$ cat src/hw/scan_pkg.sv
// shared types for the streaming prefix-scan unit
// request and result words as carried between the stages
// imported by every module that handles a request or a result
package scan_pkg;

   // data word carried by each request
   localparam int word_width_c = 16;

   // request tag, returned untouched with the result
   localparam int tag_width_c = 8;

   // scan operator
   // 2'b11 is unused and treated as xor by the producer
   typedef enum logic [1:0]
   {
      op_xor = 2'b00,
      op_and = 2'b01,
      op_or  = 2'b10
   } scan_op_e;

   // request from upstream, 27 bits
   typedef struct packed
   {
      logic [word_width_c-1:0] data;
      scan_op_e                op;
      // set for a scan from bit 0 upward
      logic                    lo_to_hi;
      logic [tag_width_c-1:0]  tag;
   } scan_req_s;

   // result toward downstream, 26 bits
   // op travels along so the receiver knows what was done
   typedef struct packed
   {
      logic [word_width_c-1:0] result;
      scan_op_e                op;
      logic [tag_width_c-1:0]  tag;
   } scan_res_s;

endpackage

$ cat src/hw/credit_fifo.sv
// circular FIFO between producer and consumer
// depth els_p is also the upstream credit budget
// head read combinationally, one credit pulse per pop, a cycle later
// writer never overruns since upstream holds at most els_p credits
`timescale 1ns/10ps

module credit_fifo
#(
   parameter int els_p = 4
)
(
   input  logic                clk,
   input  logic                reset,
   input  logic                wr_valid,
   input  scan_pkg::scan_res_s wr_data,
   output logic                rd_valid,
   output scan_pkg::scan_res_s rd_data,
   input  logic                rd_pop,
   output logic                credit
);

   import scan_pkg::*;

   // at least one pointer bit even for a single entry
   localparam int ptr_width_lp   = (els_p > 1) ? $clog2(els_p) : 1;
   localparam int count_width_lp = $clog2(els_p + 1);
   localparam logic [ptr_width_lp-1:0] last_lp = ptr_width_lp'(els_p - 1);

   scan_res_s mem [els_p];

   logic [ptr_width_lp-1:0]   wr_ptr;
   logic [ptr_width_lp-1:0]   rd_ptr;
   logic [count_width_lp-1:0] count;

   // head entry visible the cycle after its write
   assign rd_valid = (count != '0);
   assign rd_data  = mem[rd_ptr];

   // entry storage
   always_ff @(posedge clk)
   begin
      if (wr_valid)
         mem[wr_ptr] <= wr_data;
   end

   always_ff @(posedge clk)
   begin
      if (reset)
      begin
         wr_ptr <= '0;
         rd_ptr <= '0;
         count  <= '0;
         credit <= 1'b0;
      end
      else
      begin
         // pointers wrap at els_p, not just at a power of two
         if (wr_valid)
            wr_ptr <= (wr_ptr == last_lp) ? '0 : wr_ptr + 1'b1;
         if (rd_pop)
            rd_ptr <= (rd_ptr == last_lp) ? '0 : rd_ptr + 1'b1;

         case ({wr_valid, rd_pop})
            2'b10:   count <= count + 1'b1;
            2'b01:   count <= count - 1'b1;
            // push and pop together leave occupancy alone
            default: count <= count;
         endcase

         // freed slot goes back upstream as a credit
         credit <= rd_pop;
      end
   end

endmodule

$ cat src/hw/credit_out_port.sv
// consumer port toward downstream
// holds the downstream credit count, starting at credits_p
// pops the FIFO head while credit remains, result registered out
`timescale 1ns/10ps

module credit_out_port
#(
   parameter int credits_p = 2
)
(
   input  logic                clk,
   input  logic                reset,
   input  logic                head_valid,
   input  scan_pkg::scan_res_s head,
   output logic                pop,
   input  logic                out_credit,
   output logic                out_valid,
   output scan_pkg::scan_res_s out_res
);

   import scan_pkg::*;

   localparam int count_width_lp = $clog2(credits_p + 1);

   logic [count_width_lp-1:0] credit_count;

   // send only against a held credit
   assign pop = head_valid && (credit_count != '0);

   // credit spent at the pop, each pop gives exactly one out_valid
   always_ff @(posedge clk)
   begin
      if (reset)
      begin
         credit_count <= count_width_lp'(credits_p);
         out_valid    <= 1'b0;
      end
      else
      begin
         case ({pop, out_credit})
            2'b10:   credit_count <= credit_count - 1'b1;
            2'b01:   credit_count <= credit_count + 1'b1;
            // send and return in one cycle cancel out
            default: credit_count <= credit_count;
         endcase
         out_valid <= pop;
      end
   end

   // payload register, qualified by out_valid
   always_ff @(posedge clk)
   begin
      if (pop)
         out_res <= head;
   end

endmodule

$ cat src/hw/prefix_scan.sv
// Kogge-Stone prefix tree, scanning from the top bit down
// one operator per instance, fixed by op_p
// output bit k holds the operator applied over bits width_p-1 .. k
// purely combinational
`timescale 1ns/10ps

module prefix_scan
#(
   parameter int                width_p = 16,
   parameter scan_pkg::scan_op_e op_p   = scan_pkg::op_xor
)
(
   input  logic [width_p-1:0] i,
   output logic [width_p-1:0] o
);

   import scan_pkg::*;

   // number of doubling rows
   localparam int rows_lp = $clog2(width_p);

   // row 0 is the raw input, row rows_lp the full scan
   logic [rows_lp:0][width_p-1:0] t;

   // identity of the operator, shifted in at the top
   // ones for and, zeros for xor and or
   localparam logic [width_p-1:0] fill_lp = (op_p == op_and) ? '1 : '0;

   assign t[0] = i;

   // worked example, xor over 8 ones
   //   row 1: 1111_1111 ^ 0111_1111 -> 1000_0000
   //   row 2: 1000_0000 ^ 0010_0000 -> 1010_0000
   //   row 3: 1010_0000 ^ 0000_1010 -> 1010_1010
   // i.e. the prefix parity from the top bit

   for (genvar j = 0; j < rows_lp; j++)
   begin : row
      logic [width_p-1:0] shifted;

      // shift down by 2**j, vacated top bits take the identity
      assign shifted = width_p'({fill_lp, t[j]} >> (1 << j));

      // top bit only ever meets the identity, so it passes through
      if (op_p == op_and)
      begin : g_and
         assign t[j+1] = t[j] & shifted;
      end
      else if (op_p == op_or)
      begin : g_or
         assign t[j+1] = t[j] | shifted;
      end
      else
      begin : g_xor
         assign t[j+1] = t[j] ^ shifted;
      end
   end

   assign o = t[rows_lp];

endmodule

$ cat src/hw/scan_stage.sv
// producer stage of the scan stream
// runs xor, and and or trees side by side, picks one by op
// reverses the word around the trees for a low-to-high scan
// result, op and tag registered, valid one cycle after in_valid
`timescale 1ns/10ps

module scan_stage
(
   input  logic                clk,
   input  logic                reset,
   input  logic                in_valid,
   input  scan_pkg::scan_req_s in_req,
   output logic                stage_valid,
   output scan_pkg::scan_res_s stage_res
);

   import scan_pkg::*;

   // bit k moves to bit word_width_c-1-k
   function automatic logic [word_width_c-1:0] reverse_bits(input logic [word_width_c-1:0] v);
      logic [word_width_c-1:0] r;
      for (int k = 0; k < word_width_c; k++)
      begin
         r[k] = v[word_width_c-1-k];
      end
      return r;
   endfunction

   logic [word_width_c-1:0] tree_in;
   logic [word_width_c-1:0] xor_out;
   logic [word_width_c-1:0] and_out;
   logic [word_width_c-1:0] or_out;
   logic [word_width_c-1:0] sel_out;
   logic [word_width_c-1:0] scan_out;

   // trees only scan high to low
   // flipped in and out, this gives bit k = f(bits 0..k)
   assign tree_in = in_req.lo_to_hi ? reverse_bits(in_req.data) : in_req.data;

   prefix_scan #(.width_p(word_width_c), .op_p(op_xor)) xor_scan_i (.i(tree_in), .o(xor_out));
   prefix_scan #(.width_p(word_width_c), .op_p(op_and)) and_scan_i (.i(tree_in), .o(and_out));
   prefix_scan #(.width_p(word_width_c), .op_p(op_or))  or_scan_i  (.i(tree_in), .o(or_out));

   always_comb
   begin
      case (in_req.op)
         op_and:  sel_out = and_out;
         op_or:   sel_out = or_out;
         // xor, and the unused code
         default: sel_out = xor_out;
      endcase
   end

   assign scan_out = in_req.lo_to_hi ? reverse_bits(sel_out) : sel_out;

   // one item in flight, valid follows in_valid by a cycle
   always_ff @(posedge clk)
   begin
      if (reset)
         stage_valid <= 1'b0;
      else
         stage_valid <= in_valid;
   end

   always_ff @(posedge clk)
   begin
      if (in_valid)
      begin
         stage_res.result <= scan_out;
         stage_res.op     <= in_req.op;
         stage_res.tag    <= in_req.tag;
      end
   end

endmodule

$ cat src/hw/scan_stream_top.sv
// top of the streaming prefix-scan unit
// producer -> credit FIFO -> credit output port
// upstream starts with fifo_els_p credits, downstream grants out_credits_p
// in_valid to out_valid is three cycles at least
`timescale 1ns/10ps

module scan_stream_top
#(
   parameter int fifo_els_p    = 4,
   parameter int out_credits_p = 2
)
(
   input  logic                clk,
   input  logic                reset,
   input  logic                in_valid,
   input  scan_pkg::scan_req_s in_req,
   output logic                in_credit,
   output logic                out_valid,
   output scan_pkg::scan_res_s out_res,
   input  logic                out_credit
);

   import scan_pkg::*;

   logic      stage_valid;
   scan_res_s stage_res;
   logic      fifo_valid;
   scan_res_s fifo_res;
   logic      fifo_pop;

   // producer, no stall needed since upstream credits cover the FIFO
   scan_stage stage_i
   (
      .clk         (clk),
      .reset       (reset),
      .in_valid    (in_valid),
      .in_req      (in_req),
      .stage_valid (stage_valid),
      .stage_res   (stage_res)
   );

   // buffer, returns in_credit per pop
   credit_fifo #(.els_p(fifo_els_p)) fifo_i
   (
      .clk      (clk),
      .reset    (reset),
      .wr_valid (stage_valid),
      .wr_data  (stage_res),
      .rd_valid (fifo_valid),
      .rd_data  (fifo_res),
      .rd_pop   (fifo_pop),
      .credit   (in_credit)
   );

   credit_out_port #(.credits_p(out_credits_p)) out_port_i
   (
      .clk        (clk),
      .reset      (reset),
      .head_valid (fifo_valid),
      .head       (fifo_res),
      .pop        (fifo_pop),
      .out_credit (out_credit),
      .out_valid  (out_valid),
      .out_res    (out_res)
   );

endmodule

$ cat config.mk
export PLATFORM = sky130hd
export DESIGN_NAME = scan_stream_top
export DESIGN_NICKNAME = d
export VERILOG_FILES = /design/src/hw/scan_pkg.sv /design/src/hw/credit_fifo.sv /design/src/hw/credit_out_port.sv /design/src/hw/prefix_scan.sv /design/src/hw/scan_stage.sv /design/src/hw/scan_stream_top.sv
export SDC_FILE = /design/constraint.sdc
export NUM_CORES = 1
export LEC_CHECK = 0
export ABC_AREA = 1
export BUFFER_PORTS_ARGS = -buffer_cell sky130_fd_sc_hd__buf_2
export CAP_MARGIN = 20
export CORE_AREA = 5 5 112 193
export CTS_CLUSTER_DIAMETER = 40
export DETAILED_ROUTE_END_ITERATION = 8
export DIE_AREA = 0 0 117 198
export HOLD_SLACK_MARGIN = 0.03
export MAX_ROUTING_LAYER = met4
export PLACE_DENSITY = 0.54
export REMOVE_ABC_BUFFERS = 1
export SYNTH_ARGS = -nofsm -noshare
export SYNTH_HDL_FRONTEND = slang
export SYNTH_SLANG_ARGS = --single-unit
$ cat constraint.sdc
create_clock -name clk -period 9.63 [get_ports clk]
set_clock_uncertainty 0.05 [all_clocks]
set_input_delay 0.4815 -clock clk [delete_from_list [all_inputs] [get_ports clk]]
set_output_delay 0.4815 -clock clk [all_outputs]
set_load 0.03 [all_outputs]
==> results.yml <==
run_status:
  status: "finished, final reports clean"
layout:
  mostFrequentLayoutCell: "edfxtp_1"
  area_delta_synth_final_pct: 15.13
  fill_cells: 1855
  multi_input_area_um2: 2507
  nNetsFinal: 829
  mostFrequentLayoutCells: "156 x edfxtp_1, 116 x nand2_1, 79 x o21ai_0"
  utilization_pct: 45.29
  final_layout_size_suffix_gt1_share_pct: 15.82
  seqCellArea_um2: 4906
  num_antenna_cells: 0
  fin_area_um2: 8940
power_and_ir_drop:
  p_sw_mw: 0.8237
  pwr-share-comb_pct: 29.9
  powerDensity_nw_per_um2: 271.2
  ir_drop_mv: 0.1437
  total_power_mw: 2.425
  p_int_mw: 1.601
  clockPowerShare_pct: 29.1
  swShare_pct: 33.97
  pwr-share-seq_pct: 40.9
  leakagePower_nw: 3.566
min_path:
  hp-class: "in -> reg"
grt:
  grt_pass1_wl_um: 28020
  grt-ovfl-total: 0
  grt_pass1_vias: 5350
  grt_max_degree: 56
  gr-usage-all-layers_pct: 16.66
  antenna_found_initial: 0
worst_setup_path:
  crit_top_cell: "o21ai_0"
  crit_slowest_cell: "buf_2"
  crit_chain: "buf_2 > inv_4 > or2_2 > o21ai_0 > inv_1 > ha_1 > nand4_1 > nor2_1 > o21ai_0 > o21ai_0 > nand2_1 > nand2_1"
  critPathRequiredTime_ns: 9.76
  worst_setup_path_end_kind: "register"
  slowest_delay_ns: 0.52
  crit_path_max_fanout: 34
  cp_data_arrival_time_ns: 3.37
  start_kind: "input port"
  crit_type: "in -> reg"
cts:
  cts-root-buf: "clkbuf_16"
  cts_tree: "done"
  cts_setup_buffers: 0
  h-tree-depth: 4
  cts_buffer_depth: 2
  cts_buffers: 17
  clk_latency_ns: 0.42
  postCtsHoldBufs: 0
  postCtsResizedCells: 0
  clk_pin_slew_ns: 0.07
  clock_sinks: 167
timing:
  worstMarginPinSlew_ns: 0.8656
  fin_crit_ns: 3.245
  max_freq_mhz: 308.2
  holdWs_ns: 0.1856
  period_share_pct: 33.70
  hold_violations: 0
  setup_viol: 0
  rsz0062_at_grt: "false"
  slew_violations: 0
  slew_headroom_pct: 42.23
  fin_setup_tns_ns: 0
yosys:
  synth-seq-cells: 167
  synthDominantCellAreaShare_pct: 60.33
  synth_compound_gate_area_share_pct: 9.297
  synthSimpleGateAreaFrac_pct: 14.15
  synth_cell_type_count: 40
  yosysSeqAreaShare_pct: 63.16
  ys.flop_type: "edfxtp_1"
  synth_xor_area_share_pct: 2.111
  yosysTopAreaCell: "edfxtp_1"
  synth_edf_count: 156
  yosys-top-cells-area: "edfxtp_1 60%, ha_1 6.3%, nand2_1 5.6%"
  syn-cell-area_um2: 7765
  yosys.area_share.adder_pct: 6.542
  syn_area_per_cell_um2: 11.08
  syn_inst: 701
  synthArstFlopShare_pct: 0
  synth_top_family_by_area: "simple AND/OR/NAND/NOR gates"
  yosys-mux-area-fraction_pct: 0
  yosysWarnings: 0
routing:
  vias: 5138
  routed_wl_um: 17640
  post-route-drc-count: 0
  ant_nets: 0
  avgRoutedWirePerCell_um: 17.36
  drt_pass1_iterations: 5
  drt_iter0_drc: 301
  viasPerCell: 5.057
die:
  die_x_um: 117
  core_um2: 19740
  rows: 68
  start_util_pct: 39.34
  pin_count: 59
  die-area_um2: 23170
  fp.dieH_um: 198
placed_design:
  io_buffers: 58
  dpl_cell_area_um2: 8313
  dp_hpwl_um: 12410
  gp_congestion: 0.9844
job:
  drv_cap: 0
## metrics by stage
stage / setup WS, ns / std cells
6_report: 6.385 / 1016
5_1_grt: 6.242 / 1016
4_1_cts: 6.470 / 1016
3_5_place_dp: 6.018 / 984
3_3_place_gp: 6.043 / 984
2_1_floorplan: 6.302 / 673
## synthesized netlist by cell type, types with 2 or more instances
cell type / count
o22ai_1: 26
o211ai_1: 3
nand4_1: 3
inv_1: 61
nand2_4: 2
o21ai_0: 79
or2_1: 4
a21oi_1: 16
ha_1: 39
nand2_2: 3
xor2_1: 10
nor2_1: 68
clkbuf_1: 18
nand3_1: 38
buf_2: 6
nand2_1: 116
xnor2_1: 5
o21ai_1: 8
dfxtp_1: 11
edfxtp_1: 156
or2_2: 10
## critical path: cells and delay by family
family | cells | cell delay [ns]
AO/OA/AOI/OAI | 3 | 0.66
buffers and inverters | 3 | 0.97
adder cells (fa/ha/maj) | 1 | 0.24
AND/OR/NAND/NOR | 5 | 0.99
## power groups by stage
| stage | logic (mW) | clock network [mW] | registers (mW) |
|---|---|---|---|
| floorplan | 0.345 | 0 | 1.15 |
| global placement | 0.722 | 0 | 1.00 |
| detailed placement | 0.739 | 0 | 1.01 |
| CTS | 0.741 | 0.722 | 0.994 |
| global route | 0.811 | 0.752 | 1.00 |
| finish | 0.726 | 0.707 | 0.992 |
## cells by family (layout without fill, tap and decap cells)
group                    Yosys count  after routing
AO/OA/AOI/OAI                    135            135
XOR/XNOR                          17             17
adder cells (fa/ha/maj)           40             40
buffers and inverters             92            162
flip-flops                       167            167
AND/OR/NAND/NOR                  250            250
## flip-flops by register name, indices dropped and copies added, names as in the netlist
name and flops:
fifo_i.mem 104, out_port_i.out_res 26, stage_i.stage_res 26, fifo_i.count 3, fifo_i.rd_ptr 2, fifo_i.wr_ptr 2
out_port_i.credit_count 2, fifo_i.credit 1, stage_i.stage_valid 1
## final timing paths
path	start	to	slack [ns]	depth (start not counted)
worst max-delay path	in_req[8]	stage_i.stage_res[17]	6.39	12
worst min register to register	out_port_i.credit_count[1]	out_port_i.credit_count[1]	0.44	1
worst max register to register	fifo_i.rd_ptr[0]	out_port_i.out_res[22]	7.27	5
worst min-delay path	in_req[3]	stage_i.stage_res[3]	0.19	1
## final cells by class
class / count / share of cell area [%]
clock buffers: 18 / 4.801
clock inverters: 14 / 2.211
inverters: 64 / 2.715
multi-input cells: 442 / 28.05
flip-flops and latches: 167 / 54.88
well taps: 245 / 3.429
repair buffers: 66 / 3.919
## metal layers
| layer | vias up | track usage (%) | wire length, um |
|---|---|---|---|
| met5 | - | - | 0 |
| met2 | 123 | 31.45 | 10220 |
| met4 | 0 | 9.906 | 886 |
| met1 | 2432 | 15.38 | 6044 |
| li1 | 2541 | - | - |
| met3 | 42 | 2.049 | 492 |
No activity file was read; power rests on OpenSTA's default activity.
